## src/hw/move_gen_pkg.sv

```systemverilog
`default_nettype none

package move_gen_pkg;

   typedef logic [3:0] piece_t;         // bit 3 black, bits 2:0 kind
   typedef piece_t [63:0] board_t;      // indexed by flat square number from a1

   localparam int BLACK_BIT = 3;

   localparam piece_t PIECE_EMPTY  = 4'd0;
   localparam piece_t PIECE_PAWN   = 4'd1;
   localparam piece_t PIECE_KNIGHT = 4'd2;
   localparam piece_t PIECE_BISHOP = 4'd3;
   localparam piece_t PIECE_ROOK   = 4'd4;
   localparam piece_t PIECE_QUEEN  = 4'd5;
   localparam piece_t PIECE_KING   = 4'd6;

   typedef union packed {
      logic [5:0] idx;
      struct packed {
         logic [2:0] row;
         logic [2:0] col;
      } rc;
   } square_u;

   typedef struct packed {
      logic   capture;
      logic   white_to_move;
      board_t board;
   } move_rec_t;

   typedef logic signed [2:0] step_t;

   // indexed by kind, then by direction
   localparam step_t DIR_ROW [8][8] = '{
      '{0, 0, 0, 0, 0, 0, 0, 0},
      '{0, 0, 0, 0, 0, 0, 0, 0},
      '{-2, -1, 1, 2, 2, 1, -1, -2},     // knight
      '{1, 1, -1, -1, 0, 0, 0, 0},       // bishop
      '{0, 0, 1, -1, 0, 0, 0, 0},        // rook
      '{-1, -1, -1, 0, 0, 1, 1, 1},      // queen
      '{-1, -1, -1, 0, 0, 1, 1, 1},      // king
      '{0, 0, 0, 0, 0, 0, 0, 0}
   };

   localparam step_t DIR_COL [8][8] = '{
      '{0, 0, 0, 0, 0, 0, 0, 0},
      '{0, 0, 0, 0, 0, 0, 0, 0},
      '{-1, -2, -2, -1, 1, 2, 2, 1},
      '{1, -1, 1, -1, 0, 0, 0, 0},
      '{1, -1, 0, 0, 0, 0, 0, 0},
      '{-1, 0, 1, -1, 1, -1, 0, 1},
      '{-1, 0, 1, -1, 1, -1, 0, 1},
      '{0, 0, 0, 0, 0, 0, 0, 0}
   };

   localparam logic [3:0] DIR_COUNT [8] = '{4'd0, 4'd0, 4'd8, 4'd4, 4'd4, 4'd8, 4'd8, 4'd0};
   localparam logic IS_SLIDER [8] = '{1'b0, 1'b0, 1'b0, 1'b1, 1'b1, 1'b1, 1'b0, 1'b0};

endpackage

`default_nettype wire

```

## src/hw/move_stepper.sv

```systemverilog
`timescale 1ns/1ns
`default_nettype none

module move_stepper import move_gen_pkg::*;
(
   input  logic      clk,
   input  logic      reset,
   input  logic      start,
   input  square_u   from,
   input  board_t    board,
   input  logic      white_to_move,
   output logic      piece_done,
   output logic      move_wr,
   output move_rec_t move_rec
);

   typedef struct packed {
      logic    on_board;
      square_u sq;
   } target_t;

   logic       busy;
   piece_t     piece;
   square_u    origin;
   target_t    tgt;
   logic [2:0] dir_idx;
   logic [2:0] kind;
   logic [2:0] start_kind;
   piece_t     tpiece;
   logic       t_empty;
   logic       t_own;
   logic       go_on;
   logic       last_dir;
   board_t     next_board;

   // one rc-view step with a flag for leaving rows or cols 0..7
   function automatic target_t step_sq(square_u s, step_t dr, step_t dc);
      logic [3:0] r;
      logic [3:0] c;
      target_t    t;
      r = {1'b0, s.rc.row} + {dr[2], dr};
      c = {1'b0, s.rc.col} + {dc[2], dc};
      t.on_board = ~(r[3] | c[3]);
      t.sq.rc.row = r[2:0];
      t.sq.rc.col = c[2:0];
      return t;
   endfunction

   assign kind = piece[2:0];
   assign start_kind = board[from.idx][2:0];
   assign tpiece = board[tgt.sq.idx];
   assign t_empty = (tpiece[2:0] == PIECE_EMPTY[2:0]);
   assign t_own = !t_empty && (tpiece[BLACK_BIT] == ~white_to_move);
   assign go_on = IS_SLIDER[kind] && tgt.on_board && t_empty;   // ray continues
   assign last_dir = ({1'b0, dir_idx} + 4'd1) == DIR_COUNT[kind];

   always_comb
   begin
      next_board = board;
      next_board[origin.idx] = PIECE_EMPTY;
      next_board[tgt.sq.idx] = piece;
   end

   always_ff @(posedge clk)
   begin
      if (reset)
      begin
         busy <= 1'b0;
         piece_done <= 1'b0;
         move_wr <= 1'b0;
      end
      else
      begin
         piece_done <= 1'b0;
         move_wr <= 1'b0;
         if (start)
            busy <= 1'b1;
         else if (busy)
         begin
            move_wr <= tgt.on_board && !t_own;
            if (!go_on && last_dir)
            begin
               busy <= 1'b0;
               piece_done <= 1'b1;
            end
         end
      end
   end

   always_ff @(posedge clk)
   begin
      if (start)
      begin
         piece <= board[from.idx];
         origin <= from;
         dir_idx <= '0;
         tgt <= step_sq(from, DIR_ROW[start_kind][0], DIR_COL[start_kind][0]);
      end
      else if (busy)
      begin
         move_rec.capture <= !t_empty;
         move_rec.white_to_move <= ~white_to_move;
         move_rec.board <= next_board;
         if (go_on)
            tgt <= step_sq(tgt.sq, DIR_ROW[kind][dir_idx], DIR_COL[kind][dir_idx]);
         else
         begin
            dir_idx <= dir_idx + 3'd1;
            tgt <= step_sq(origin, DIR_ROW[kind][dir_idx + 3'd1],
                           DIR_COL[kind][dir_idx + 3'd1]);
         end
      end
   end

endmodule

`default_nettype wire

```

## config.mk

```make
export PLATFORM = sky130hd
export DESIGN_NAME = move_stepper
export DESIGN_NICKNAME = d
export VERILOG_FILES = /design/src/hw/move_gen_pkg.sv /design/src/hw/move_stepper.sv
export SDC_FILE = /design/constraint.sdc
export NUM_CORES = 1
export LEC_CHECK = 0
export BUFFER_PORTS_ARGS = -buffer_cell sky130_fd_sc_hd__buf_2
export CORE_MARGIN = 1.5
export CORE_UTILIZATION = 30
export CTS_CLUSTER_SIZE = 28
export DETAILED_ROUTE_END_ITERATION = 7
export GPL_ROUTABILITY_DRIVEN = 0
export SYNTH_ARGS = -nofsm -noshare
export SYNTH_HDL_FRONTEND = slang
export SYNTH_SLANG_ARGS = --single-unit
```

## constraint.sdc

```tcl
create_clock -name clk -period 7.1 [get_ports clk]
set_input_delay 1.065 -clock clk [delete_from_list [all_inputs] [get_ports clk]]
set_output_delay 1.065 -clock clk [all_outputs]
set_load 0.02 [all_outputs]
```

---- Word-level counts from Yosys, hierarchy flattened ----
Memory sizes are Yosys's and may differ from the RTL's.
Index checks and enable logic that the tools add are counted.
word-level totals
  memories ................................ 6
  flip-flop bits (word level) ............. 281
  logic and storage cells ................. 170
  bits in read-only memories .............. 808
  input port bits ......................... 266
memories
  memory            depth  bits a word  rd ports  clocked after Yosys merged registers in  wr ports  line                 text
  (name not given)  8      24           1         0                                        0         move_stepper.sv:110  DIR_COL[kind][dir_idx + 3'd1]);
  (name not given)  8      24           1         0                                        0         move_stepper.sv:109  tgt <= step_sq(origin, DIR_ROW[kind][dir_idx + 3'd1],
  (name not given)  8      24           1         0                                        0         move_stepper.sv:97   tgt <= step_sq(from, DIR_ROW[start_kind][0], DIR_COL[start_kind][0]);
  (name not given)  8      24           1         0                                        0         move_stepper.sv:97
  (name not given)  8      4            1         0                                        0         move_stepper.sv:55   assign last_dir = ({1'b0, dir_idx} + 4'd1) == DIR_COUNT[kind];
  (name not given)  8      1            1         0                                        0         move_stepper.sv:54   assign go_on = IS_SLIDER[kind] && tgt.on_board && t_empty;
cells by class
  add/sub/neg operators ................... 8
  muxes and demuxes ....................... 40
  equality and inequality tests ........... 2
  bitwise logic cells ..................... 16
  reduce and logical (&&, ||, !) cells .... 15
  order comparisons ....................... 9
operators with widths
  operator             number
  $and 256x256->256    1
  $bwmux 256           1
  $not 256->256        1
  $mux 24              8
  $bmux 4 s6           2
  $demux 4 s6          2
  $bmux 3 s3           4
  $add 3x4->4          6
  $mux 3               8
  $mux 4               6
  $lt 6x7->1 const B   3
  $mux 7               3
  $ge 4x4->1 const B   4
  $not 3->4            4
  $ge 6x1->1 const B   2
  $logic_and 1x1->1    7
  $not 1->1            7
  $mux 1               6
  $add 3x1->4 const B  1
  $eq 4x4->1           1
  $reduce_and 2->1     2
  $add 3x1->3 const B  1
  $logic_not 1->1      3
  $logic_not 3->1      1
  4 further kinds      6

---- Longest topological paths before layout ----
  depth after elaboration ................. 13
  mapped depth ............................ 17
  mapped depth without buffers ............ 15

---- Worst setup path after synthesis ----
Ideal clock, no wire load.
  path kind ............................... input to register
  from .................................... input port start
  to ...................................... register move_rec[0] (netlist name), enable pin
  path buffers ............................ 0
  slack ................................... 0.267 ns
  setup time .............................. 0.610 ns
  arrival time ............................ 6.223 ns
  cell stages on the path ................. 2
  cells stage by stage .................... nand2b_1 -> inv_1
on the way
  longest elaborated chain between the ends .. 2
RTL lines
  what                        line                text
  from (decl)                 move_stepper.sv:8   input logic start,
  $not 1->1 (no line)         n/a
  $reduce_and 2->1 (no line)  n/a
  to (decl)                   move_stepper.sv:14  output move_rec_t move_rec
No other way between the ends.
A chain may end at the register's enable or synchronous reset.

---- Worst setup path in the final report ----
  from .................................... input port from[0] (netlist name)
  to ...................................... register tgt[6] (netlist name) (data pin)
on the way
  longest elaborated chain between the ends .. 10
RTL lines
  what                                         line                                    text
  from (decl)                                  move_stepper.sv:9                       input square_u from,
  $bmux 4 s6 *                                 move_stepper.sv:50                      assign start_kind = board[from.idx][2:0];
  $mux 4 *                                     n/a
  net start_kind[0]                            move_stepper.sv:28                      logic [2:0] start_kind;
  $not 3->4 (implied by the code) *            move_stepper.sv:97
  $mem_v2 8x24                                 n/a
  $mux 24 (implied by the code) (2 in series)  move_stepper.sv:97
  $add 3x4->4 (on tied branches)               move_stepper.sv:41, move_stepper.sv:42
  $or 1x1->1 *                                 move_stepper.sv:43                      t.on_board = ~(r[3] | c[3]);
  $not 1->1 *                                  move_stepper.sv:43
  $mux 7 *                                     move_stepper.sv:92                      if (start)
  to (signal assigned)                         move_stepper.sv:97
  to (signal assigned)                         move_stepper.sv:105                     tgt <= step_sq(tgt.sq, DIR_ROW[kind][dir_idx], DIR_COL[kind][dir_idx]);
  to (signal assigned)                         move_stepper.sv:109
  to (decl)                                    move_stepper.sv:25                      target_t tgt;
The timed path passes the listed nets; every way through them passes the cells marked *. The select of a mux whose other input is x is not followed.

==> metrics.md <==
| Metric | Value |
|---|---|
| Max Used Layer | met5 |
| Fill count | 5511 |
| Fraction of the mapped netlist area in compound gates | 21.3% |
| Post-synth top flop | edfxtp_1 |
| Post-synthesis sequential area ratio | 48.7% |
| Most frequent cells in the layout | buf_2 (524), edfxtp_1 (275), a22o_1 (260) |
| Largest family of logic cells by synthesized area | compound AO/OA/AOI/OAI gates |
| Critical Path Slowest Stage Cell | mux2i_1 |
| Hold crit path type | reg2reg |
| DR vias/cell | 6.17 |
| Post-synth EDFFs | 275 |
| Routed len/inst | 31.8 um |
| Cts bufs inserted | 36 |
| Post-synthesis simple-gate area fraction | 9.98% |
| Synthesized instance count | 1431 |
| Initial Utilization | 30.4% |
| Core ar. | 0.0566 mm^2 |
| Area contributors post-synth | edfxtp_1 (48%), a22o_1 (13%), mux4_2 (11%), nor2_1 (5.1%), ha_1 (2.0%) |
| Die Area | 0.0588 mm^2 |
| CTS tree | yes |
| Slew margin rel. | 6.58% |
| Max-Cap Viols | 0 |
| Maximum clock rate | 197 MHz |
| Fin crit share | 71.5% |
| Post-route ant nets | 0 |
| Die H | 243 um |
| Clock sink total | 281 |
| Drt pass-1 iters | 7 |
| Max clock buf depth | 3 |
| Vias in the first global route | 15821 |
| Least-Margin Pin Slew | 1.40 ns |
| Worst skew pair latency | 0.57 ns |
| Reg2reg end | tgt[6] |
| Area share of xor/xnor cells in the synthesized design | 0.712% |
| Global-route wire length before repair | 118000 um |
| Yosys top cell area share | 48.0% |
| Sequence of cells on the critical path | buf_4 > buf_12 > mux4_2 > mux4_2 > mux4_2 > inv_1 > ha_1 > mux2i_1 > ha_1 > a21o_1 > a21oi_1 > nor2_1 > nand2_1 > a31oi_1 |
| # setup viols final | 0 |
| Min-Delay Endpoint | dir_idx[1] |
| Hold path startpoint | busy |
| Yosys Warn Count | 0 |
| Status | completed |
| Htree depth | 2 |
| Met2 Wirelength | 40300 um |
| DRC Markers | 0 |
| CP arrival | 5.37 ns |
| Critical Path Max Stage Delay | 0.61 ns |
| I/O pin count | 526 |
| FFs w/ async S/R, synth | 0% |
| Syn Area/Cell | 12.0 um^2 |
| Placement row count | 87 |
| Clk_skew | 0.0304 ns |
| Reg2Reg Launch Point | tgt[1] |
| RSZ-0062 raised after global routing | false |
| # Post-CTS Setup Buffers | 0 |
| Post-CTS resize count | 0 |
| Syn nets | 1730 |
| Final core occ | 38.7% |
| Post-synthesis register bit count | 281 |
| Layout cells sized above 1 | 37.4% |
| Final Max Tran Viols | 0 |
| CTS root buf | clkbuf_16 |
| Leading cell type in the layout, fill and taps excluded | buf_2 |
| Worst EP required | 7.39 ns |
| Post-synthesis mux area share | 13.7% |
| Mapped cell area | 0.0172 mm^2 |
| Pleak | 0.00908 uW |
| Nets@finish | 2220 |
| Total GRT Usage | 28.0% |
| Pin count of the biggest net entering global routing | 151 |
| Final hold vios | 0 |
| Hold_buf cts | 0 |
| R2R depth | 9 |
| Crit path top cell by count | mux4_2 |
| Worst vdd ir | 204 uV |
| Met3 routed WL | 10200 um |
| Post-synth cell types | 73 |
| Routed wire length | 86200 um |
| Pwr dens | 314 mW/mm^2 |
| Area growth from synthesis to layout | 27.2% |
| DRT iter0 DRCs | 2256 |
| Final setup TNS | 0 ns |
| DRT met1 WL | 31300 um |
| Die Wd | 243 um |
| R2R Setup Slk | 2.26 ns |
| Hold Path Depth | 2 |
| Largest area contributor in the netlist | edfxtp_1 |
| Clk pin slew, worst setup/hold paths | 0.06 ns |
| # port buffers | 525 |
| Critical Path End Type | register |
| Final critical-path required period | 5.08 ns |
| Initial antenna violation count | 12 |
| Grt ovf | 0 |
| Adder-cell share of the synthesized area | 2.66% |
| Worst-path fanout max | 32 |
| Critical path type | in2reg |
| Post-DP HPWL | 62900 um |
| Total number of vias | 16718 |
| Crit path launch type | input port |
==> flip-flops by register name, indices dropped and copies added (netlist names) <==
register and count:
piece 4, move_wr 1, tgt 7, origin 6
busy 1, dir_idx 3, piece_done 1, move_rec 258
==> logic make-up (layout without fill, tap and decap cells) <==
logic type / Yosys count / in the layout
AOI/OAI and AO/OA: 462 / 462
and+or+nand+nor: 386 / 386
other: 0 / 5
DFF: 281 / 281
xor gates and xnor gates: 14 / 14
adders and majority gates: 33 / 33
muxes: 131 / 131
buffers and inverters: 124 / 642
==> power by group <==
group	internal, uW	leakage (uW)	switching [uW]
combinational	920	0.00585	1850
clock	1200	0.000603	781
sequential	2020	0.00262	104
==> synthesized netlist by cell type, drive strengths merged (5+ instances only) <==
cell	number
a21oi	37
a31oi	9
mux4	82
edfxtp	275
a211oi	11
clkbuf	69
nand4	5
xor2	12
and3	7
o22ai	5
ha	27
o211a	5
mux2i	29
nor2	233
a221o	5
or3	10
fa	6
a22o	260
nand2	46
a21o	9
or2	10
a221oi	17
a22oi	12
nor2b	13
nor3	12
dfxtp	6
o311ai	5
nand2b	8
mux2	20
nand3	14
o211ai	6
nand3b	12
o21ai	49
inv	17
buf	36
==> metal layers <==
metal / global-route usage (%) / vias up
met2: 45.7 / 1409
met5: 0 / -
li1: - / 6770
met1: 34.6 / 8254
met4: 12.2 / 16
met3: 7.65 / 269
==> area by class of cell <==
cell class,count,area [um^2],share of cell area (%)
clock inverters,24,292,1.33
diodes,5,12.5,0.0571
flip-flops and latches,281,8380,38.2
repair buffers,557,2910,13.3
multi-input cells,1026,8330,38.0
clock buffers,42,966,4.41
inverters,19,78.8,0.360
well taps,756,946,4.32
==> worst max path at each step <==
stage,startpoint,to,slack (ns),cells after the start
2_1_floorplan,start,move_rec[0],0.27,2
3_3_place_gp,from[0],tgt[6],1.47,14
3_5_place_dp,from[0],tgt[6],1.42,14
4_1_cts,from[0],tgt[6],2.01,14
5_1_grt,from[0],tgt[6],1.70,14
6_report,from[0],tgt[6],2.02,14
==> through the flow <==
stage	power (uW)	cell area (um^2)	instances	setup WS (ns)	hold WS (ns)
floorplan	3750	17200	1431	0.267	0.500
global placement	4790	20600	2639	1.47	0.616
detailed placement	4840	20600	2639	1.42	0.625
CTS	6810	21900	2705	2.01	0.654
global route	7060	21900	2707	1.70	0.699
finish	6870	21900	2710	2.02	0.648
==> critical path: cells and delay by family <==
kind	cells	cell delay, ns
compound gates	3	0.42
fa+ha+maj	2	0.61
buf+inv	3	0.83
mux	4	2.26
simple gates	2	0.14
Note: power is estimated with default switching activity, not from simulation.
