--- config.mk ---
export PLATFORM = sky130hd
export DESIGN_NAME = square_scan
export DESIGN_NICKNAME = d
export VERILOG_FILES = /design/src/hw/move_gen_pkg.sv /design/src/hw/square_scan.sv
export SDC_FILE = /design/constraint.sdc
export NUM_CORES = 1
export LEC_CHECK = 0
export BUFFER_PORTS_ARGS = -buffer_cell sky130_fd_sc_hd__buf_2
export CORE_UTILIZATION = 34
export DETAILED_ROUTE_END_ITERATION = 8
export MAX_ROUTING_LAYER = met4
export PLACE_DENSITY = 0.53
export SLEW_MARGIN = 10
export SYNTH_ARGS = -nofsm -noshare
export SYNTH_HDL_FRONTEND = slang
export SYNTH_SLANG_ARGS = --single-unit
--- constraint.sdc ---
create_clock -name clk -period 3.8 [get_ports clk]
set_input_delay 0.19 -clock clk [delete_from_list [all_inputs] [get_ports clk]]
set_output_delay 0.19 -clock clk [all_outputs]
set_load 0.005 [all_outputs]
--- src/hw/move_gen_pkg.sv ---
`default_nettype none

package move_gen_pkg;

   typedef logic [3:0] piece_t;         // bit 3 black, bits 2:0 kind
   typedef piece_t [63:0] board_t;      // indexed by flat square number from a1

   localparam int BLACK_BIT = 3;

   localparam piece_t PIECE_EMPTY  = 4'd0;
   localparam piece_t PIECE_PAWN   = 4'd1;
   localparam piece_t PIECE_KNIGHT = 4'd2;
   localparam piece_t PIECE_BISHOP = 4'd3;
   localparam piece_t PIECE_ROOK   = 4'd4;
   localparam piece_t PIECE_QUEEN  = 4'd5;
   localparam piece_t PIECE_KING   = 4'd6;

   typedef union packed {
      logic [5:0] idx;
      struct packed {
         logic [2:0] row;
         logic [2:0] col;
      } rc;
   } square_u;

   typedef struct packed {
      logic   capture;
      logic   white_to_move;
      board_t board;
   } move_rec_t;

   typedef logic signed [2:0] step_t;

   // indexed by kind, then by direction
   localparam step_t DIR_ROW [8][8] = '{
      '{0, 0, 0, 0, 0, 0, 0, 0},
      '{0, 0, 0, 0, 0, 0, 0, 0},
      '{-2, -1, 1, 2, 2, 1, -1, -2},     // knight
      '{1, 1, -1, -1, 0, 0, 0, 0},       // bishop
      '{0, 0, 1, -1, 0, 0, 0, 0},        // rook
      '{-1, -1, -1, 0, 0, 1, 1, 1},      // queen
      '{-1, -1, -1, 0, 0, 1, 1, 1},      // king
      '{0, 0, 0, 0, 0, 0, 0, 0}
   };

   localparam step_t DIR_COL [8][8] = '{
      '{0, 0, 0, 0, 0, 0, 0, 0},
      '{0, 0, 0, 0, 0, 0, 0, 0},
      '{-1, -2, -2, -1, 1, 2, 2, 1},
      '{1, -1, 1, -1, 0, 0, 0, 0},
      '{1, -1, 0, 0, 0, 0, 0, 0},
      '{-1, 0, 1, -1, 1, -1, 0, 1},
      '{-1, 0, 1, -1, 1, -1, 0, 1},
      '{0, 0, 0, 0, 0, 0, 0, 0}
   };

   localparam logic [3:0] DIR_COUNT [8] = '{4'd0, 4'd0, 4'd8, 4'd4, 4'd4, 4'd8, 4'd8, 4'd0};
   localparam logic IS_SLIDER [8] = '{1'b0, 1'b0, 1'b0, 1'b1, 1'b1, 1'b1, 1'b0, 1'b0};

endpackage

`default_nettype wire

--- src/hw/square_scan.sv ---
`timescale 1ns/1ns
`default_nettype none

module square_scan import move_gen_pkg::*;
(
   input  logic        clk,
   input  logic        reset,
   input  logic        board_valid,
   input  logic        clear_moves,
   input  logic [63:0] candidates,
   input  logic        piece_done,
   output logic        load,
   output logic        store_clear,
   output logic        start,
   output square_u     from,
   output logic        moves_ready
);

   typedef enum logic [2:0] {
      ST_IDLE,
      ST_LOAD,
      ST_SEEK,
      ST_WAIT,
      ST_DONE
   } state_t;

   state_t     state;
   logic [6:0] next_lo;       // lowest square not yet served
   logic       found;
   logic [5:0] found_idx;

   // lowest index wins the priority search
   always_comb
   begin
      found = 1'b0;
      found_idx = '0;
      for (int i = 63; i >= 0; i--)
      begin
         if (candidates[i] && (7'(i) >= next_lo))
         begin
            found = 1'b1;
            found_idx = 6'(i);
         end
      end
   end

   assign load = (state == ST_IDLE) && board_valid;
   assign store_clear = load;          // new position empties the store
   assign moves_ready = (state == ST_DONE);

   always_ff @(posedge clk)
   begin
      if (reset)
      begin
         state <= ST_IDLE;
         start <= 1'b0;
         next_lo <= '0;
      end
      else
      begin
         start <= 1'b0;
         case (state)
            ST_IDLE:
            begin
               if (board_valid)
                  state <= ST_LOAD;
            end
            ST_LOAD:
            begin
               next_lo <= '0;
               state <= ST_SEEK;
            end
            ST_SEEK:
            begin
               if (found)
               begin
                  start <= 1'b1;
                  next_lo <= {1'b0, found_idx} + 7'd1;
                  state <= ST_WAIT;
               end
               else
                  state <= ST_DONE;
            end
            ST_WAIT:
            begin
               if (piece_done)
                  state <= ST_SEEK;
            end
            ST_DONE:
            begin
               if (clear_moves)
                  state <= ST_IDLE;
            end
            default:
               state <= ST_IDLE;
         endcase
      end
   end

   always_ff @(posedge clk)
   begin
      if (state == ST_SEEK)
         from.idx <= found_idx;
   end

endmodule

`default_nettype wire

* Word-level counts from Yosys, hierarchy flattened *
Cells that the tools add are included.

word-level totals
  register bits after elaboration = 17
  output and inout port bits = 10

cells by class
  add/sub/neg operators = 1
  $lt $le $gt $ge = 64
  equality and inequality tests = 8
  multiplexer cells = 136
  bitwise gates (word level) = 1
  reductions and logical operators = 70

operators by type and width
  kind                                                               count
  2-to-1 mux 6 bit                                                   64
  greater-or-equal comparator 6 x 7 -> 1 bit (first input constant)  32
  greater-or-equal comparator 5 x 7 -> 1 bit (first input constant)  16
  logical AND 1 bit                                                  65
  2-to-1 mux 1 bit                                                   65
  greater-or-equal comparator 4 x 7 -> 1 bit (first input constant)  8
  greater-or-equal comparator 3 x 7 -> 1 bit (first input constant)  4
  one-hot mux 3 bit (5 select lines)                                 1
  greater-or-equal comparator 1 x 7 -> 1 bit (first input constant)  2
  greater-or-equal comparator 2 x 7 -> 1 bit (first input constant)  2
  one-hot mux 7 bit (2 select lines)                                 1
  2-to-1 mux 3 bit                                                   4
  != test 2 bit (second input constant)                              4
  adder 6 x 1 -> 7 bit (second input constant)                       1
  2-to-1 mux 7 bit                                                   1
  equality test 3 x 2 -> 1 bit (second input constant)               2
  equality test 3 x 1 -> 1 bit (second input constant)               1
  equality test 3 bit (second input constant)                        1
  logical NOT 3 bit                                                  1
  AND reduction 3 bit                                                1
  AND reduction 2 bit                                                1
  nonzero test 2 bit                                                 1
  OR reduction 2 bit                                                 1
  NOT 1 bit                                                          1

* Logic depth before layout (Yosys ltp) *
Gate-level depths: netlist of run 1.

  depth in word-level cells = 69
  mapped depth = 15
  depth with buffers taken out = 12

* Worst setup path after synthesis of run 1 *
OpenSTA, ideal clock, no wires.

  path kind = register to register
  start = reg next_lo[4]
  end = reg next_lo[4]
  library setup time = 122 ps
  arrival time = 2993 ps
  data required time = 3678 ps
  setup slack = 684 ps
  cell stages (with the launch flop) = 15
  period minus slack after synthesis = 3116 ps
  cells stage by stage = dfxtp_1 > buf_4 > buf_2 > buf_1 > o21a_1 > or3_1 > o221a_2 > o2bb2ai_1 > a22oi_1 > a31oi_1 > a32oi_1 > ha_1 > nor4b_1 > xnor2_1 > o21ai_0

between the ends
  longest elaborated chain between the ends = 69

RTL lines
  item                                        RTL line           RTL
  start: declaration                          square_scan.sv:28  logic [6:0] next_lo;
  start signal: assignment                    square_scan.sv:78  next_lo <= {1'b0, found_idx} + 7'd1;
  greater-or-equal comparator 6 x 7 -> 1 bit  square_scan.sv:39  if (candidates[i] && (7'(i) >= next_lo))
  logical AND 1 bit                           square_scan.sv:39
  2-to-1 mux 6 bit (63 in a row)              square_scan.sv:39
  2-to-1 mux 6 bit (*)                        square_scan.sv:39
  via found_idx[0]                            square_scan.sv:30  logic [5:0] found_idx;
  adder 6 x 1 -> 7 bit (*)                    square_scan.sv:78
  2-to-1 mux 7 bit (*)                        square_scan.sv:75  if (found)
  one-hot mux 7 bit (2 select lines) (*)      square_scan.sv:62  case (state)

Mark *: on every way through the listed nets, which the timed path passes. The rest lies on a longest branch. The select of a mux whose other input is x is not followed.
A chain may end at the register's enable or synchronous reset.

* Final worst setup path of run 1 *
  start = reg next_lo[6]
  end = reg next_lo[6]

Same word-level chain as after synthesis.

==> impl_results.md, run 1 <==
- Cts bufs inserted: 3
- Crit path required time: about 4000 ps
- Share of layout cells above drive strength 1: 0.292
- 1st-iter DRT viols: 327
- Worst path buffer plus inverter count: 2
- CTS tree: done
- Highest-delay cell along the critical path: dfxtp_1
- Via Count: approximately 4,000
- Max stage delay on crit path: roughly 740 ps
- Simple-gate share of the synthesized area: 0.303
- Die width: 96.3 um
- Power Density: 165 nW/um2
- Critical Path, Cell by Cell: inv_1 -> a21o_1 -> a222oi_1 -> nor4_1 -> nor3b_1 -> o2111ai_1 -> buf_4 -> a31oi_1 -> a32oi_1 -> ha_1 -> nor4b_1 -> a32o_1
- Core area: ~8700 um2
- Clk_lat worst skew: between 200 and 300 ps
- Post-CTS Hold Buffers: 0
- Vias per inst: roughly 6.4
- Setup bufs post-CTS: 0
- Cell family with most CP delay: compound AO/OA/AOI/OAI gates
- CP Launch Type: flop
- Max rail drop VDD: approximately 0.00027 V
- CTS clk-pin slew, worst paths: 70 ps
- Mux contribution to synthesized area: 0
- Initial core utilization: 0.348
- Hold Crit Class: in2reg
- Fillers: between 900 and 1,000
- # clock sinks: 17
- Number of synthesized flops with an enable pin: 6
- Vias in the first global route: roughly 3,800
- Area Growth Syn to Fin: 24.2%
- Synth Area in Compound Gates: 0.472
- Fmax: roughly 270 MHz
- Yosys cell types: 85
- YS warnings: 0
- Ranking of synthesized cells by area: dfxtp_1, edfxtp_1, a21oi_1
- DRC errors left: 0
- Global-route wire length before repair: slightly above 20,000 um
- Nets: approximately 600
- Pleak: approximately 1.5 nW
- Xor and xnor area share after synthesis: 0.00579
- Post-route ant nets: 0
- Max Root-Sink Buffers: 2
- Drt total wl: between 10,000 and 15,000 um
- Global route total overflow: 0
- Hold path depth: 2
- Largest family of logic cells by synthesized area: compound AO/OA/AOI/OAI gates
- Initial antenna violation count: 0
- RSZ-0062 raised after global routing: false
- Setup crit end kind: flop
- Drt pass-1 iters: 5
- Fraction of the mapped netlist area in adder cells: 0.00414
- Share of the synthesized area in the top cell type: 0.0728
- CTS Root Buffer Type: clkbuf_8
- Most numerous cell in the Yosys netlist: nand2_1
- CP startpoint: next_lo[6]$_SDFFE_PP0P_
- Final Setup Violations: 0
- Largest net degree at the start of global routing: 18
- Worst Reg-to-Reg Cells: 12
- Die Span Y: 96.3 um
- Post-synthesis sequential area ratio: 0.132
- Slew Viols, Final: 0
- Die ar.: 9280 um2
- Rel. slew slack: 0.475
- Final setup TNS: 0 ps
- Synth top cells by count: nand2_1, a21oi_1, o21ai_0
- Tmin final: between 3000 and 4000 ps
- Syn_nets: between 500 and 600
- Max cap viols: 0
- Type of the worst setup path: reg2reg
- Asr flop ratio synth: 0
- Syn Std Cell Area: just over 3000 um2
- Worst-margin pin slew: 782 ps
- IO Pins: approximately 80
- Htree depth: 1
- Final Skew: 5.08 ps
- All-Layer GR Usage: 0.303
- IO Port Bufs: between 70 and 80
- WHS: ~180 ps
- Final hold vios: 0
- Number of diodes: 0
- CP max FO: 12
- Row count: 34
- Worst r2r src: next_lo[6]$_SDFFE_PP0P_
- Cell taking the most area after synthesis: dfxtp_1
- GP Congestion: between 0.9 and 1
- Final Cycle Share: 0.959
- Synthesized flop and latch total: 17
- Status: complete, no violations
- Instance count on the critical path: 12
- Dominant synthesized flop cell: dfxtp_1
- Synthesized netlist cell count: roughly 440
- Dpl hpwl: about 11,000 um
- Arrival time worst endpoint: ~3800 ps
- Avg WL per Cell: 21.0 um
- Hold_sp: reset
- Syn_area_per_cell: between 6 and 7 um2
-- sequential cells by signal (all words and copies together), names as in the netlist --
name and count:
next_lo 7, state 3, from 6, start 1
-- cells by family after synthesis --
logic type / after synthesis
XOR/XNOR: 2
flip-flops: 17
AO/OA/AOI/OAI: 201
AND/OR/NAND/NOR: 170
adder cells (fa/ha/maj): 1
buffers and inverters: 46
-- worst reg2reg max path, cell delays in order (launching register included) --
cell	delay, ps
dfxtp_1	740
inv_1	380
a21o_1	240
a222oi_1	240
nor4_1	100
nor3b_1	390
o2111ai_1	170
buf_4	180
a31oi_1	260
a32oi_1	130
ha_1	260
nor4b_1	170
a32o_1	280
-- cells in the final DEF, fill, tap and decap left out, types with 6 or more instances in the layout --
| cell | count |
|---|---|
| a211oi_1 | 6 |
| a21oi_1 | 35 |
| a22oi_1 | 6 |
| a31oi_1 | 9 |
| buf_2 | 78 |
| buf_4 | 40 |
| dfxtp_1 | 9 |
| edfxtp_1 | 6 |
| inv_1 | 15 |
| nand2_1 | 42 |
| nand2b_1 | 9 |
| nand3_1 | 17 |
| nand3b_1 | 6 |
| nand4_1 | 7 |
| nor2_1 | 31 |
| nor2b_1 | 9 |
| nor3_1 | 9 |
| nor3b_1 | 6 |
| o2111ai_1 | 6 |
| o211ai_1 | 13 |
| o21a_1 | 9 |
| o21ai_0 | 32 |
| o21ai_1 | 7 |
-- report_power, final --
part,internal (mW),switching [mW]
logic,0.114,0.156
registers,0.199,0.0127
clock network,0.0729,0.0653
-- stage by stage --
stage                     setup slack, ps  cell area, um2  power [mW]  utilization  std cells
final                                 157            3760       0.620        0.433        639
after global routing                 28.0            3760       0.654        0.433        639
after CTS                             130            3750       0.618        0.432        639
after detailed placement              153            3700       0.479        0.427        635
after global placement               59.7            3700       0.480        0.427        635
after floorplan                       684            3020       0.357            -        437
-- area by class of cell --
cell class / instances / area [um2] / area share
Sequential cell: 17 / 403 / 0.107
Clock buffer: 3 / 41.3 / 0.0110
Timing Repair Buffer: 120 / 731 / 0.194
Inverter: 16 / 60.1 / 0.0160
Tap cell: 108 / 135 / 0.0360
Multi-Input combinational cell: 374 / 2380 / 0.634
Clock inverter: 1 / 5.00 / 0.00133
-- worst paths after layout --
path / end / slack [ps]
max: next_lo[6]$_SDFFE_PP0P_ / 160
max reg2reg: next_lo[6]$_SDFFE_PP0P_ / 160
min: next_lo[1]$_SDFFE_PP0P_ / 180
min reg2reg: state[0]$_SDFFE_PP0P_ / 560
-- layer usage --
layer  vias up  share of wire  wire, um  global-route usage
li1       1904              -         -                   -
met1      1921           0.44      5970               0.405
met2       203           0.44      5890               0.467
met3        37          0.083      1120              0.0340
met4         0          0.035       470               0.112
met5         -              0         0                   -
-- what timing repair did --
item,4_1_cts,5_1_grt
gates resized for setup,0,3
setup endpoints to repair,0,2
endpoints found under the hold margin,0,0
Note: power is estimated with default switching activity, not from simulation.
==> run 2: changes to the inputs <==
--- a/config.mk
+++ b/config.mk
@@ -7,4 +7,5 @@
 export LEC_CHECK = 0
 export BUFFER_PORTS_ARGS = -buffer_cell sky130_fd_sc_hd__buf_2
+export CORE_MARGIN = 2
 export CORE_UTILIZATION = 34
 export DETAILED_ROUTE_END_ITERATION = 8
==> constraint.sdc (replaced) <==
create_clock -name clk -period 3.8 [get_ports clk]
set_input_delay 0.76 -clock clk [delete_from_list [all_inputs] [get_ports clk]]
set_output_delay 0.76 -clock clk [all_outputs]
set_load 0.005 [all_outputs]
==> run 2 against run 1 <==
Net effect:
- first-iteration DRC count is 4.3% higher
- sequential power hardly changed
- sequential cell count stayed put
==> impl_results.md, run 2 (same netlist as run 1, synthesis figures left out) <==
- Status: complete, no violations
- Sw Share: 0.366 (-0.0114)
- Final setup TNS: 0 ps (unchanged)
- Hold Crit Class: reg2reg
- Die ar.: 9660 um2 (+4.2%)
- Area Growth Syn to Fin: 25.2%
- CTS Root Buffer Type: clkbuf_8
- Tmin final: 3600 ps (-41.3 ps)
- Global route total overflow: 0 (unchanged)
- Share of layout cells above drive strength 1: 0.289 (-0.00243)
- Clock power frac: 0.215 (-0.008)
- Final Cycle Share: 0.948 (-0.0109)
- Most frequent CP cell: buf_4
- Fillers: 974 (+3.1%)
- Drt pass-1 iters: 5 (unchanged)
- Crit path required time: 3940 ps (about the same)
- Drt total wl: 12,400 um (-7.9%)
- Fmax: 278 MHz (+1.1%)
- Final hold vios: 0 (unchanged)
- Dpl hpwl: 10,100 um (-7.1%)
- Initial antenna violation count: 1 (+1)
- Die Span Y: 98.3 um (+2.1%)
- Sequential Power Share: 0.345 (+0.004)
- Max reg flops: 7 (unchanged)
- Setup crit end kind: flop
- Global-route wire length before repair: 19,500 um (-4.5%)
- Worst Reg-to-Reg Cells: 13 (+1)
- Cts bufs inserted: 3 (unchanged)
- Vias per inst: 6.31 (-0.88%)
- Htree depth: 1 (unchanged)
- Arrival time worst endpoint: 3750 ps (-40 ps)
- Commonest non-fill, non-tap cell in the layout: buf_2
- Max stage delay on crit path: 690 ps (-50 ps)
- CP Launch Type: flop
- Clk_lat worst skew: 250 ps (about the same)
- Post-route ant nets: 0 (unchanged)
- CTS tree: done
- Avg WL per Cell: 19.3 um (-8.2%)
- Hold path depth: 1 (-1)
- Final Skew: 0.865 ps (-4.22 ps)
- Slew Viols, Final: 0 (unchanged)
- Combinational group share of total power: 0.440 (+0.004)
- Rel. slew slack: 0.485 (+0.00999)
- DRC errors left: 0 (unchanged)
- IO Pins: 79 (unchanged)
- All-Layer GR Usage: 0.254 (-0.0484)
- Type of the worst setup path: reg2reg
- Fin worst setup slack: 198 ps (+41.3 ps)
- Core area: 8680 um2 (unchanged)
- Critical Path, Cell by Cell: nand3_1 -> buf_4 -> a21oi_1 -> o21ai_0 -> a21o_1 -> a2111oi_0 -> buf_4 -> a31o_2 -> nor2_1 -> ha_1 -> nor4b_1 -> buf_4 -> a32o_1
- Top Registers: next_lo: 7 flops, from: 6 flops, state: 3 flops
- Pre-CTS setup slack: 275 ps (+122 ps)
- Leading cell types in the layout, fill and taps excluded: buf_2, nand2_1, buf_4
- Pleak: 1.49 nW (+0.58%)
- IO Port Bufs: 78 (unchanged)
- Max Root-Sink Buffers: 2 (unchanged)
- GP Congestion: 0.975 (+0.58%)
- Nets: 603 (+0.17%)
- Post-CTS sizing: 0 (unchanged)
- Via Count: 4,042 (-0.57%)
- # clock sinks: 17 (unchanged)
- Setup bufs post-CTS: 0 (unchanged)
- Max rail drop VDD: 0.000249 V (-8.6%)
- Worst-margin pin slew: 767 ps (-14.9 ps)
- Final Setup Violations: 0 (unchanged)
- Die width: 98.3 um (+2.1%)
- 1st-iter DRT viols: 341 (+4.3%)
- CTS clk-pin slew, worst paths: 60 ps (about the same)
- RSZ-0062 raised after global routing: false
- Row count: 34 (unchanged)
- Initial core utilization: 0.348 (unchanged)
- CP max FO: 12 (unchanged)
- Vias in the first global route: 3,746 (-0.90%)
- P_int: 0.389 mW (+0.78%)
- Highest-delay cell along the critical path: dfxtp_1
- Net Switching: 0.225 mW (-4.0%)
- Post-CTS Hold Buffers: 0 (unchanged)
- Largest net degree at the start of global routing: 25 (+7)
- Largest Register: next_lo
- Max cap viols: 0 (unchanged)
- Power Density: 162 nW/um2 (-1.8%)
-- run 2: final timing paths --
| check | startpoint | slack (ps) | endpoint |
|---|---|---|---|
| setup / recovery | next_lo[0]$_SDFFE_PP0P_ | 200 | next_lo[6]$_SDFFE_PP0P_ |
| hold / removal | state[2]$_SDFFE_PP0P_ | 550 | state[0]$_SDFFE_PP0P_ |
| setup reg to reg | next_lo[0]$_SDFFE_PP0P_ | 200 | next_lo[6]$_SDFFE_PP0P_ |
| hold reg to reg | state[2]$_SDFFE_PP0P_ | 550 | state[0]$_SDFFE_PP0P_ |
-- run 2: layer usage --
metal	vias to the layer above	GRT usage	wire length, um
met3	41	0.0394	1010
met5	-	-	0
met4	0	0.0822	397
li1	1908	-	-
met2	210	0.400	5590
met1	1883	0.335	5390
-- run 2: per-stage QoR --
stage / power, mW / instance area (um2) / hold slack [ps] / utilization / std cells
after floorplan: 0.357 / 3020 / 500 / - / 437
after global placement: 0.479 / 3730 / 550 / 0.430 / 636
after detailed placement: 0.480 / 3730 / 548 / 0.430 / 636
after CTS: 0.618 / 3780 / 558 / 0.436 / 640
after global routing: 0.649 / 3780 / 584 / 0.436 / 641
final: 0.614 / 3780 / 545 / 0.436 / 641
-- run 2: critical path, delay by kind of cell, from the launching register on --
family	cells	cell delay (ps)
adders and majority gates	1	200
buffers and inverters	3	610
AOI/OAI and AO/OA	6	1450
DFF	1	690
and+or+nand+nor	3	540
-- run 2: area by class of cell --
| cell class | count | area [um2] | share of cell area |
|---|---|---|---|
| timing repair buffer | 121 | 763 | 0.202 |
| clock inverter | 1 | 5.00 | 0.00132 |
| clock buffer | 3 | 41.3 | 0.0109 |
| tap | 108 | 135 | 0.0357 |
| inverter | 16 | 60.1 | 0.0159 |
| multi-input combinational | 374 | 2380 | 0.628 |
| sequential | 17 | 402 | 0.106 |
| antenna | 1 | 2.50 | 0.000661 |
-- run 2: power by group through the flow --
stage          logic (mW)  clock network, mW  registers [mW]
2_1_floorplan       0.151                  0           0.206
3_3_place_gp        0.264                  0           0.215
3_5_place_dp        0.265                  0           0.216
4_1_cts             0.266              0.140           0.211
5_1_grt             0.292              0.144           0.213
6_report            0.270              0.132           0.212
