`src/hw/move_gen_pkg.sv`:
```
`default_nettype none

package move_gen_pkg;

   typedef logic [3:0] piece_t;         // bit 3 black, bits 2:0 kind
   typedef piece_t [63:0] board_t;      // indexed by flat square number from a1

   localparam int BLACK_BIT = 3;

   localparam piece_t PIECE_EMPTY  = 4'd0;
   localparam piece_t PIECE_PAWN   = 4'd1;
   localparam piece_t PIECE_KNIGHT = 4'd2;
   localparam piece_t PIECE_BISHOP = 4'd3;
   localparam piece_t PIECE_ROOK   = 4'd4;
   localparam piece_t PIECE_QUEEN  = 4'd5;
   localparam piece_t PIECE_KING   = 4'd6;

   typedef union packed {
      logic [5:0] idx;
      struct packed {
         logic [2:0] row;
         logic [2:0] col;
      } rc;
   } square_u;

   typedef struct packed {
      logic   capture;
      logic   white_to_move;
      board_t board;
   } move_rec_t;

   typedef logic signed [2:0] step_t;

   // indexed by kind, then by direction
   localparam step_t DIR_ROW [8][8] = '{
      '{0, 0, 0, 0, 0, 0, 0, 0},
      '{0, 0, 0, 0, 0, 0, 0, 0},
      '{-2, -1, 1, 2, 2, 1, -1, -2},     // knight
      '{1, 1, -1, -1, 0, 0, 0, 0},       // bishop
      '{0, 0, 1, -1, 0, 0, 0, 0},        // rook
      '{-1, -1, -1, 0, 0, 1, 1, 1},      // queen
      '{-1, -1, -1, 0, 0, 1, 1, 1},      // king
      '{0, 0, 0, 0, 0, 0, 0, 0}
   };

   localparam step_t DIR_COL [8][8] = '{
      '{0, 0, 0, 0, 0, 0, 0, 0},
      '{0, 0, 0, 0, 0, 0, 0, 0},
      '{-1, -2, -2, -1, 1, 2, 2, 1},
      '{1, -1, 1, -1, 0, 0, 0, 0},
      '{1, -1, 0, 0, 0, 0, 0, 0},
      '{-1, 0, 1, -1, 1, -1, 0, 1},
      '{-1, 0, 1, -1, 1, -1, 0, 1},
      '{0, 0, 0, 0, 0, 0, 0, 0}
   };

   localparam logic [3:0] DIR_COUNT [8] = '{4'd0, 4'd0, 4'd8, 4'd4, 4'd4, 4'd8, 4'd8, 4'd0};
   localparam logic IS_SLIDER [8] = '{1'b0, 1'b0, 1'b0, 1'b1, 1'b1, 1'b1, 1'b0, 1'b0};

endpackage

`default_nettype wire

```
`src/hw/position_latch.sv`:
```
`timescale 1ns/1ns
`default_nettype none

module position_latch import move_gen_pkg::*;
(
   input  logic        clk,
   input  logic        reset,
   input  logic        load,
   input  board_t      board_in,
   input  logic        white_to_move_in,
   output board_t      board,
   output logic        white_to_move,
   output logic [63:0] candidates
);

   logic [63:0] next_candidates;

   // squares holding a non-pawn piece of the side to move
   always_comb
   begin
      for (int i = 0; i < 64; i++)
      begin
         next_candidates[i] = (board_in[i][BLACK_BIT] == ~white_to_move_in) &&
                              (board_in[i][2:0] != PIECE_EMPTY[2:0]) &&
                              (board_in[i][2:0] != PIECE_PAWN[2:0]);
      end
   end

   always_ff @(posedge clk)
   begin
      if (load)
      begin
         board <= board_in;
         white_to_move <= white_to_move_in;
      end
   end

   always_ff @(posedge clk)
   begin
      if (reset)
         candidates <= '0;
      else if (load)
         candidates <= next_candidates;
   end

endmodule

`default_nettype wire

```
`config.mk`:
```
export PLATFORM = sky130hd
export DESIGN_NAME = position_latch
export DESIGN_NICKNAME = d
export VERILOG_FILES = /design/src/hw/move_gen_pkg.sv /design/src/hw/position_latch.sv
export SDC_FILE = /design/constraint.sdc
export NUM_CORES = 1
export LEC_CHECK = 0
export BUFFER_PORTS_ARGS = -buffer_cell sky130_fd_sc_hd__buf_2
export CAP_MARGIN = 20
export CORE_AREA = 2 2 224 226
export CTS_BUF_LIST = sky130_fd_sc_hd__clkbuf_8
export DETAILED_ROUTE_END_ITERATION = 10
export DIE_AREA = 0 0 226 228
export PLACE_DENSITY = 0.57
export SLEW_MARGIN = 20
export SYNTH_ARGS = -nofsm -noshare
export SYNTH_HDL_FRONTEND = slang
export SYNTH_SLANG_ARGS = --single-unit
export TNS_END_PERCENT = 5
```
`constraint.sdc`:
```
create_clock -name clk -period 0.9 [get_ports clk]
set_input_delay 0.045 -clock clk [delete_from_list [all_inputs] [get_ports clk]]
set_output_delay 0.045 -clock clk [all_outputs]
set_load 0.01 [all_outputs]
```
* After elaboration in Yosys (flattened, before gate mapping) *
Index checks and enable logic that the tools add are counted.

storage, ports and cells
  register bits = 321

operators by class
  eq/ne operators = 128
  bitwise gates (word level) = 1
  reductions and logical operators = 192

operators with widths
  kind                                           number
  != test 3 x 1 -> 1 bit, second input constant  64
  nonzero test 3 bit                             64
  logical AND 1 bit                              128
  equality test 1 bit                            64
  NOT 1 bit                                      1

* Depth between registers and ports, before layout *
Gate-level depths: netlist of the first run.

  depth in word-level cells = 4
  depth in mapped cells = 4

* Least setup slack after synthesis of the first run *
OpenSTA, ideal clock, no wires.

  path kind = input-to-reg
  start point = input port reset
  end point = register candidates[10]
  stages on the path = 3
  buffers on the path = 2
  data arrival time = 681 ps
  setup time = 136 ps
  slack = 83 ps
  path through = clkbuf_1 buf_1 o32ai_1

RTL lines
  item                  line                  RTL
  from (decl)           position_latch.sv:7   input logic reset,
  to (signal assigned)  position_latch.sv:43  candidates <= next_candidates;
  to (decl)             position_latch.sv:13  output logic [63:0] candidates

No word-level cell between the ends.

* Worst setup path after layout of the first run *
  start point = register board[101] in the netlist's numbering
  end point = output port board[101] in the netlist's numbering

RTL lines
  item                    line                  RTL
  from (decl)             position_latch.sv:11  output board_t board,
  from (signal assigned)  position_latch.sv:33  board <= board_in;

No word-level cell between the ends.

==> results of run 1 <==
-- registers in the layout (all words and copies together) (netlist names) --
name,count
board,256
candidates,64
white_to_move,1
-- layout by cell type (no fill, tap or decap), drive strengths merged --
| cell type | count |
|---|---|
| buf | 625 |
| dlygate4sd3 | 259 |
| edfxtp | 257 |
| nand2b | 65 |
| xnor2 | 64 |
| nor2 | 64 |
| dfxtp | 64 |
| o32ai | 64 |
| clkbuf | 60 |
| inv | 27 |
| clkinv | 15 |
| diode | 1 |
| bufinv | 1 |
-- what timing repair did --
item | in CTS | in global routing
endpoints found under the hold margin | 433 | 0
hold buffers | 259 | 0
gates cloned | 0 | 0
endpoints found under the setup margin | 321 | 351
gates resized for setup | 146 | 18
-- metrics by stage --
| step | worst slack [ns] | utilization [%] | instances |
|---|---|---|---|
| final | -0.360 | 39.1 | 2238 |
| after CTS | -0.465 | 38.8 | 2237 |
| after global placement | -0.0275 | 30.5 | 1875 |
| after floorplan | 0.0829 | - | 606 |
| after global routing | -0.424 | 39.1 | 2238 |
| after detailed placement | -0.0884 | 30.5 | 1875 |
-- how the worst max path moves through the flow --
stage	from	slack, ns	cells past startpoint	endpoint
floorplan	reset	0.08	3	candidates[10]$_SDFFE_PP0P_
global placement	white_to_move_in	-0.03	4	candidates[23]$_SDFFE_PP0P_
detailed placement	white_to_move_in	-0.09	4	candidates[12]$_SDFFE_PP0P_
CTS	board[101]$_DFFE_PP_	-0.46	1	board[101]
global route	board[180]$_DFFE_PP_	-0.42	1	board[180]
finish	board[101]$_DFFE_PP_	-0.36	1	board[101]
-- area by class of cell --
class | count | area (um2) | share of cell area [%]
multi-input cells | 257 | 1850 | 9.60
clock inverters | 43 | 194 | 1.01
well taps | 672 | 841 | 4.36
flip-flops and latches | 321 | 9080 | 47.1
clock buffers | 60 | 826 | 4.28
repair buffers | 884 | 6480 | 33.6
diodes | 1 | 2.50 | 0.0130
-- kinds of logic (layout without fill, tap and decap cells) --
logic type	after synthesis	after routing
other	0	1
XOR/XNOR	64	64
AND/OR/NAND/NOR	129	129
buffers and inverters	28	987
AO/OA/AOI/OAI	64	64
flip-flops	321	321
-- worst register-to-register path, delay by kind of cell (launching register included) --
kind / cells / cell delay [ns]
flops: 1 / 0.37
simple gates: 1 / 0.06
compound gates: 1 / 0.14
-- routing by layer --
layer / up-vias / routed length (um) / GRT usage [%]
li1: 4131 / - / -
met1: 4270 / 14200 / 14.5
met2: 402 / 20200 / 26.3
met3: 86 / 2910 / 4.37
met4: 2 / 1200 / 5.96
met5: - / 13 / 0
-- power by group --
group          internal, W  leakage, nW  switching (W)
registers           0.0173         3.07       0.000434
logic              0.00272         4.25        0.00239
clock network      0.00638        0.625        0.00598
total               0.0264         7.94        0.00880
==> flow_metrics.env, run 1 <==
export IMPL_status="finished with violations"
export IMPL_violations="negative setup slack"
export IMPL_numCtsBuffers=55
export IMPL_finalPower_w=0.0352
export IMPL_path_cells="buf_2"
export IMPL_drc=0
export IMPL_syn_nets=866
export IMPL_synthMuxAreaShare_pct=0
export IMPL_clkTransAtPathRegs_ns=0.06
export IMPL_crit_family="flip-flops"
export IMPL_drv_slew=0
export IMPL_grt_pass1_vias=9720
export IMPL_h_tree_depth=2
export IMPL_dr_pass1_iters=5
export IMPL_synth_simple_area_share_pct=5.90
export IMPL_cp_required_ns=0.85
export IMPL_grt_use_total_pct=14.2
export IMPL_die_h_um=228
export IMPL_period_share_pct=140
export IMPL_start_util_pct=22.2
export IMPL_tightest_slew_ns=0.291
export IMPL_ant_nets=0
export IMPL_num_rows=82
export IMPL_drive_above_1_share_pct=48.9
export IMPL_antenna_found_initial=2
export IMPL_setup_viol=348
export IMPL_synth_avg_cell_area_um2=18.1
export IMPL_synth_compound_area_share_pct=5.12
export IMPL_power_density_nw_per_um2=1830
export IMPL_worst_path_buf_inv=1
export IMPL_grt_start_max_net_pins=49
export IMPL_maxCapViolCount=0
export IMPL_holdPathEnd="board[136]$_DFFE_PP_"
export IMPL_reg2reg_depth=2
export IMPL_core_area_um2=49300
export IMPL_r2r_end="candidates[27]$_SDFFE_PP0P_"
export IMPL_fillerInstances=4542
export IMPL_port_buffers=580
export IMPL_yosysSeqAreaShare_pct=82.1
export IMPL_crit_type="reg2out"
export IMPL_vias=8891
export IMPL_fin_worst_skew_ns=0
export IMPL_max_freq_mhz=794
export IMPL_synth_top_family_by_area="simple AND/OR/NAND/NOR gates"
export IMPL_cts_root_buf="clkbuf_8"
export IMPL_synthCells=606
export IMPL_vias_per_cell=3.97
export IMPL_synth_fa_ha_area_share_pct=0
export IMPL_reg2reg_slack_ns=0.21
export IMPL_final_setup_tns_ns=-77.35
export IMPL_async_flop_share_pct=0
export IMPL_synth_area_um2=11000
export IMPL_first_iter_violations=363
export IMPL_postCtsSetupBuffers=0
export IMPL_ys_top_cells_by_area="edfxtp_1 70%, dfxtp_1 12%, o32ai_1 5.1%"
export IMPL_place_area_um2=15000
export IMPL_timing_hold_ws_ns=0.155
export IMPL_ys_warn_count=0
export IMPL_fin_nets=1779
export IMPL_critPathLaunchType="flip-flop"
export IMPL_cpMaxStageDelayCell="edfxtp_1"
export IMPL_synth_flop_cell="edfxtp_1"
export IMPL_area_growth_pct=76.0
export IMPL_min_period_ns=1.26
export IMPL_min_path_type="in2reg"
export IMPL_holdPathStages=2
export IMPL_ir_drop_mv=0.983
export IMPL_synth_xor_area_share_pct=5.12
export IMPL_routed_wl_um=38400
export IMPL_power_leakage_nw=7.94
export IMPL_cp_max_fo=1
export IMPL_r2r_start="candidates[27]$_SDFFE_PP0P_"
export IMPL_synth_top_cell_by_area="edfxtp_1"
export IMPL_max_stage_delay_ns=0.45
export IMPL_synth_edff_count=257
export IMPL_grt_overflow_total=0
export IMPL_setup_ws_ns=-0.360
export IMPL_synth_most_common_cell="edfxtp_1"
export IMPL_routedWlPerCell_um=17.2
export IMPL_grt_pass1_wl_um=55500
export IMPL_clock_sinks=321
export IMPL_clock_path_buffers=3
export IMPL_ys_seq_elements=321
export IMPL_ys_top_cells_by_count="257 x edfxtp_1, 65 x nand2b_1"
export IMPL_maxSlewHeadroom_pct=80.6
export IMPL_place_hpwl_um=26000
export IMPL_hold_viol_final=0
export IMPL_stdcell_area_um2=19300
export IMPL_rsz0062_at_grt="true"
export IMPL_cts_tree="built"
export IMPL_io_pins=581
export IMPL_netlist_area_leader_share_pct=70.4
export IMPL_worstSkewPairLatency_ns=0.59
export IMPL_synth_cell_types=11
export IMPL_gp_congestion=0.847
export IMPL_design_die_area_um2=51500
export IMPL_worst_setup_path_end_kind="output port"
export IMPL_hold_start="board_in[136]"
export IMPL_die_w_um=226
export IMPL_critPathArrivalTime_ns=1.22
Power figures use the tool's default switching activity.
==> inputs of run 2 (changes only) <==
- CORE_AREA: 2 2 224 226 -> 2 2 226 228
- CTS_BUF_LIST: sky130_fd_sc_hd__clkbuf_8 -> not set
- DIE_AREA: 0 0 226 228 -> 0 0 228 230
- PLACE_DENSITY: 0.57 -> 0.56
==> run 2 against run 1 <==
Against the previous run: the run still ends with negative setup slack left; register-to-register slack better by 0.04 ns; clock-buffer cell count down 12; non-clock buffer count up 3; critical endpoint is now board[176]; critical path type unchanged; sequential share of layout area down 0.15 points.
==> flow_metrics.env, run 2 (same netlist as run 1, synthesis figures left out) <==
export IMPL_h_tree_depth=2
export IMPL_ant_nets=0
export IMPL_critPathLaunchType="flip-flop"
export IMPL_path_cells="buf_2"
export IMPL_fin_cells=2201
export IMPL_crit_type="reg2out"
export IMPL_max_freq_mhz=859
export IMPL_clkTransAtPathRegs_ns=0.06
export IMPL_core_area_um2=49900
export IMPL_routed_wl_um=39200
export IMPL_drc=0
export IMPL_p_int_w=0.0286
export IMPL_maxCapViolCount=0
export IMPL_area_growth_pct=76.6
export IMPL_reg_largest_list="board: 256 flops, candidates: 64 flops, white_to_move: 1 flops"
export IMPL_die_h_um=230
export IMPL_min_period_ns=1.16
export IMPL_worst_setup_path_end_kind="output port"
export IMPL_setup_ws_ns=-0.264
export IMPL_clock_path_buffers=3
export IMPL_tightest_slew_ns=0.318
export IMPL_cts_tree="built"
export IMPL_maxSlewHeadroom_pct=78.7
export IMPL_largest_reg_flops=256
export IMPL_fillerInstances=4643
export IMPL_min_path_type="in2reg"
export IMPL_drive_above_1_share_pct=48.6
export IMPL_power_density_nw_per_um2=1920
export IMPL_violations="negative setup slack"
export IMPL_period_share_pct=129
export IMPL_crit_family="flip-flops"
export IMPL_first_iter_violations=419
export IMPL_worstSkewPairLatency_ns=0.52
export IMPL_final_cell_mix="505 x buf_2, 260 x dlygate4sd3_1, 257 x edfxtp_1"
export IMPL_timing_hold_ws_ns=0.0576
export IMPL_gp_congestion=0.878
export IMPL_clock_sinks=321
export IMPL_switchingPower_w=0.00857
export IMPL_p_seq_share_pct=47.6
export IMPL_fin_worst_skew_ns=0
export IMPL_place_ws_ns=-0.0796
export IMPL_finalPower_w=0.0372
export IMPL_max_stage_delay_ns=0.43
export IMPL_vias_per_cell=4.01
export IMPL_pwr_share_comb_pct=13.8
export IMPL_postCtsSetupBuffers=0
export IMPL_drv_slew=0
export IMPL_grt_use_total_pct=14.5
export IMPL_dr_pass1_iters=6
export IMPL_status="finished with violations"
export IMPL_critPathArrivalTime_ns=1.12
export IMPL_top_register="board"
export IMPL_die_w_um=228
export IMPL_ir_drop_mv=1.34
export IMPL_numCtsBuffers=35
export IMPL_antenna_found_initial=3
export IMPL_cts_root_buf="clkbuf_16"
export IMPL_design_die_area_um2=52400
export IMPL_grt_pass1_wl_um=57700
export IMPL_io_pins=581
export IMPL_rsz0062_at_grt="true"
export IMPL_start_util_pct=22.0
export IMPL_worst_path_buf_inv=1
export IMPL_hold_viol_final=0
export IMPL_setup_viol=321
export IMPL_cp_max_fo=1
export IMPL_swShare_pct=23.1
export IMPL_num_rows=82
export IMPL_fin_nets=1762
export IMPL_vias=8819
export IMPL_grt_start_max_net_pins=37
export IMPL_power_leakage_nw=7.86
export IMPL_cp_required_ns=0.85
export IMPL_dp_cells=1876
export IMPL_routedWlPerCell_um=17.8
export IMPL_mostFrequentLayoutCell="buf_2"
export IMPL_place_hpwl_um=27400
export IMPL_cpMaxStageDelayCell="edfxtp_1"
export IMPL_clkPwrFrac_pct=38.6
export IMPL_grt_pass1_vias=9635
export IMPL_port_buffers=580
export IMPL_grt_overflow_total=0
## run 2: worst reg2reg max path, cell delays in order, from the launching register on
cell and delay (ns):
dfxtp_4 0.37, nand2b_1 0.06, o32ai_1 0.13
## run 2: timing repair
action / 4_1_cts / 5_1_grt
endpoints found under the setup margin: 321 / 456
hold endpoints to repair: 333 / 0
hold buffers: 261 / 0
resized for setup: 149 / 6
gates cloned: 0 / 0
## run 2: routing by layer
metal  share of wire [%]  GRT usage (%)  vias to the layer above  wire length (um)
li1                    -              -                     4083                 -
met1                  37           15.5                     4221             14300
met2                  52           26.4                      423             20500
met3                 7.4           4.17                       90              2920
met4                 3.7           6.50                        2              1430
met5               0.033              0                        -                13
## run 2: per-stage QoR
stage	util [%]	TNS (ns)	cell area, um2
global placement	30.2	-1.70	15000
CTS	38.7	-94.83	19300
global route	38.8	-69.50	19300
floorplan	-	0	11000
finish	38.8	-52.07	19300
detailed placement	30.2	-3.99	15000
## run 2: final timing paths
kind | end | startpoint | cells after the start | slack (ns)
worst min register to register | candidates[10]$_SDFFE_PP0P_ | candidates[10]$_SDFFE_PP0P_ | 2 | 0.49
worst max-delay path | board[176] | board[176]$_DFFE_PP_ | 1 | -0.26
worst min-delay path | white_to_move$_DFFE_PP_ | white_to_move_in | 2 | 0.06
worst max register to register | candidates[57]$_SDFFE_PP0P_ | candidates[57]$_SDFFE_PP0P_ | 2 | 0.25
## run 2: power by group through the flow
stage / Clock, W / Sequential, W / Combinational [W]
after detailed placement: 0 / 0.0179 / 0.00397
after CTS: 0.0148 / 0.0177 / 0.00513
after global routing: 0.0152 / 0.0178 / 0.00546
final: 0.0144 / 0.0177 / 0.00512
after floorplan: 0 / 0.0185 / 0.000738
after global placement: 0 / 0.0179 / 0.00393
## run 2: area by class of cell
cell class	instances	area, um2	area share, %
clock buffers	48	955	4.94
repair buffers	887	6490	33.6
clock inverters	14	188	0.970
multi-input cells	257	1780	9.18
flip-flops and latches	321	9080	47.0
well taps	672	841	4.35
diodes	2	5.00	0.0259
==> inputs of run 3 (changes only) <==
- RECOVER_POWER: not set -> 50
==> run 3 against run 2 <==
Against the previous run: the run still ends with negative setup slack left; die area stayed put; utilization is 0.46 points lower; sequential power hardly changed; setup slack hardly changed; maximum frequency hardly changed; hold slack better by 0.033 ns; sequential share of layout area is 0.57 points higher; clock skew stayed put; non-clock buffer count stayed put.
==> flow_metrics.env, run 3 (same netlist as run 1, synthesis figures left out) <==
export IMPL_pwr_share_comb_pct=13.5
export IMPL_drv_slew=0
export IMPL_fin_nets=1762
export IMPL_grt_pass1_vias=9635
export IMPL_design_die_area_um2=52400
export IMPL_routed_wl_um=39200
export IMPL_first_iter_violations=416
export IMPL_port_buffers=580
export IMPL_multi_input_area_um2=1780
export IMPL_vias=8826
export IMPL_violations="negative setup slack"
export IMPL_max_stage_delay_ns=0.43
export IMPL_largest_reg_flops=256
export IMPL_fin_worst_skew_ns=0
export IMPL_routedWlPerCell_um=17.8
export IMPL_rsz0062_at_grt="true"
export IMPL_worstSkewPairLatency_ns=0.52
export IMPL_num_rows=82
export IMPL_grt_use_total_pct=14.5
export IMPL_core_area_um2=49900
export IMPL_status="finished with violations"
export IMPL_p_seq_share_pct=47.8
export IMPL_critPathArrivalTime_ns=1.12
export IMPL_ir_drop_mv=1.34
export IMPL_vias_per_cell=4.01
export IMPL_finalPower_w=0.0371
export IMPL_antenna_found_initial=3
export IMPL_grt_overflow_total=0
export IMPL_power_density_nw_per_um2=1940
export IMPL_cpMaxStageDelayCell="edfxtp_1"
export IMPL_die_w_um=228
export IMPL_final_setup_tns_ns=-57.59
export IMPL_ant_nets=0
export IMPL_h_tree_depth=2
export IMPL_drc=0
export IMPL_setup_ws_ns=-0.263
export IMPL_dr_pass1_iters=4
export IMPL_crit_type="reg2out"
export IMPL_setup_viol=440
export IMPL_final_cell_mix="419 x buf_2, 260 x dlygate4sd3_1, 257 x edfxtp_1"
export IMPL_clkTransAtPathRegs_ns=0.06
export IMPL_cp_max_fo=1
export IMPL_clock_sinks=321
export IMPL_reg_largest_list="board: 256 flops, candidates: 64 flops, white_to_move: 1 flops"
export IMPL_critPathLaunchType="flip-flop"
export IMPL_worst_setup_path_end_kind="output port"
export IMPL_start_util_pct=22.0
export IMPL_grt_pass1_wl_um=57700
export IMPL_top_register="board"
export IMPL_min_period_ns=1.16
export IMPL_crit_family="flip-flops"
export IMPL_cp_required_ns=0.85
export IMPL_path_cells="buf_2"
export IMPL_fillerInstances=4719
export IMPL_clkPwrFrac_pct=38.7
export IMPL_cts_tree="built"
export IMPL_maxCapViolCount=0
export IMPL_swShare_pct=23.1
export IMPL_worst_path_buf_inv=1
export IMPL_maxSlewHeadroom_pct=45.2
export IMPL_area_growth_pct=74.4
export IMPL_max_freq_mhz=860
export IMPL_switchingPower_w=0.00856
export IMPL_min_path_type="in2reg"
export IMPL_cts_root_buf="clkbuf_16"
export IMPL_io_pins=581
export IMPL_grt_start_max_net_pins=37
export IMPL_p_int_w=0.0285
export IMPL_drive_above_1_share_pct=42.4
export IMPL_numCtsBuffers=35
export IMPL_mostFrequentLayoutCell="buf_2"
export IMPL_period_share_pct=129
export IMPL_die_h_um=230
export IMPL_gp_congestion=0.878
export IMPL_power_leakage_nw=7.57
export IMPL_ff_latch_area_um2=9080
export IMPL_place_hpwl_um=27400
export IMPL_clock_path_buffers=3
export IMPL_tightest_slew_ns=0.822
export IMPL_hold_viol_final=0
## run 3: changes by cell type in the layout (fill, tap and decap cells not counted), moves of 6 or more
cell      delta
clkbuf_2     +8
clkbuf_1    +93
buf_4       -10
buf_2       -86
buf_12       -6
## run 3: what timing repair did
action | in CTS | in global routing
gates resized for setup | 149 | 6
hold buffers | 261 | 0
hold endpoints to repair | 333 | 0
endpoints found under the setup margin | 321 | 456
setup buffers | 0 | 0
## run 3: layout make-up
type                            count  area share [%]
Timing Repair Buffer              887            32.8
Antenna cell                        2          0.0262
Clock buffer                       48            5.00
Sequential cell                   321            47.5
Multi-Input combinational cell    257            9.29
Tap cell                          672            4.40
Clock inverter                     14           0.982
## run 3: per-stage QoR
| step | setup slack, ns | hold WS (ns) | util, % | std cells | cell area (um2) |
|---|---|---|---|---|---|
| after floorplan | 0.0829 | 0.144 | - | 606 | 11000 |
| after global placement | -0.0395 | 0.223 | 30.2 | 1876 | 15000 |
| after detailed placement | -0.0796 | 0.223 | 30.2 | 1876 | 15000 |
| after CTS | -0.317 | 0.0117 | 38.7 | 2199 | 19300 |
| after global routing | -0.314 | 0.0858 | 38.3 | 2201 | 19100 |
| final | -0.263 | 0.0902 | 38.3 | 2201 | 19100 |
## run 3: routing by layer
layer  global-route usage [%]  routed length [um]  vias to the layer above
met2                     26.4               20500                      405
met3                     4.17                2930                       95
li1                         -                   -                     4081
met5                        0                  13                        -
met1                     15.5               14200                     4243
met4                     6.50                1470                        2
## run 3: power by group through the flow
stage / sequential (W) / clock [W] / combinational [W]
after global placement: 0.0179 / 0 / 0.00393
after detailed placement: 0.0179 / 0 / 0.00397
after floorplan: 0.0185 / 0 / 0.000738
after global routing: 0.0178 / 0.0152 / 0.00534
final: 0.0177 / 0.0143 / 0.00500
after CTS: 0.0177 / 0.0148 / 0.00513
## run 3: worst paths after layout
kind                                    start                           to  slack, ns  cells after the start
setup / recovery         board[176]$_DFFE_PP_                   board[176]      -0.26                      1
hold reg to reg   candidates[10]$_SDFFE_PP0P_  candidates[10]$_SDFFE_PP0P_       0.49                      2
hold / removal               white_to_move_in  candidates[54]$_SDFFE_PP0P_       0.09                      4
setup reg to reg  candidates[57]$_SDFFE_PP0P_  candidates[57]$_SDFFE_PP0P_       0.25                      2
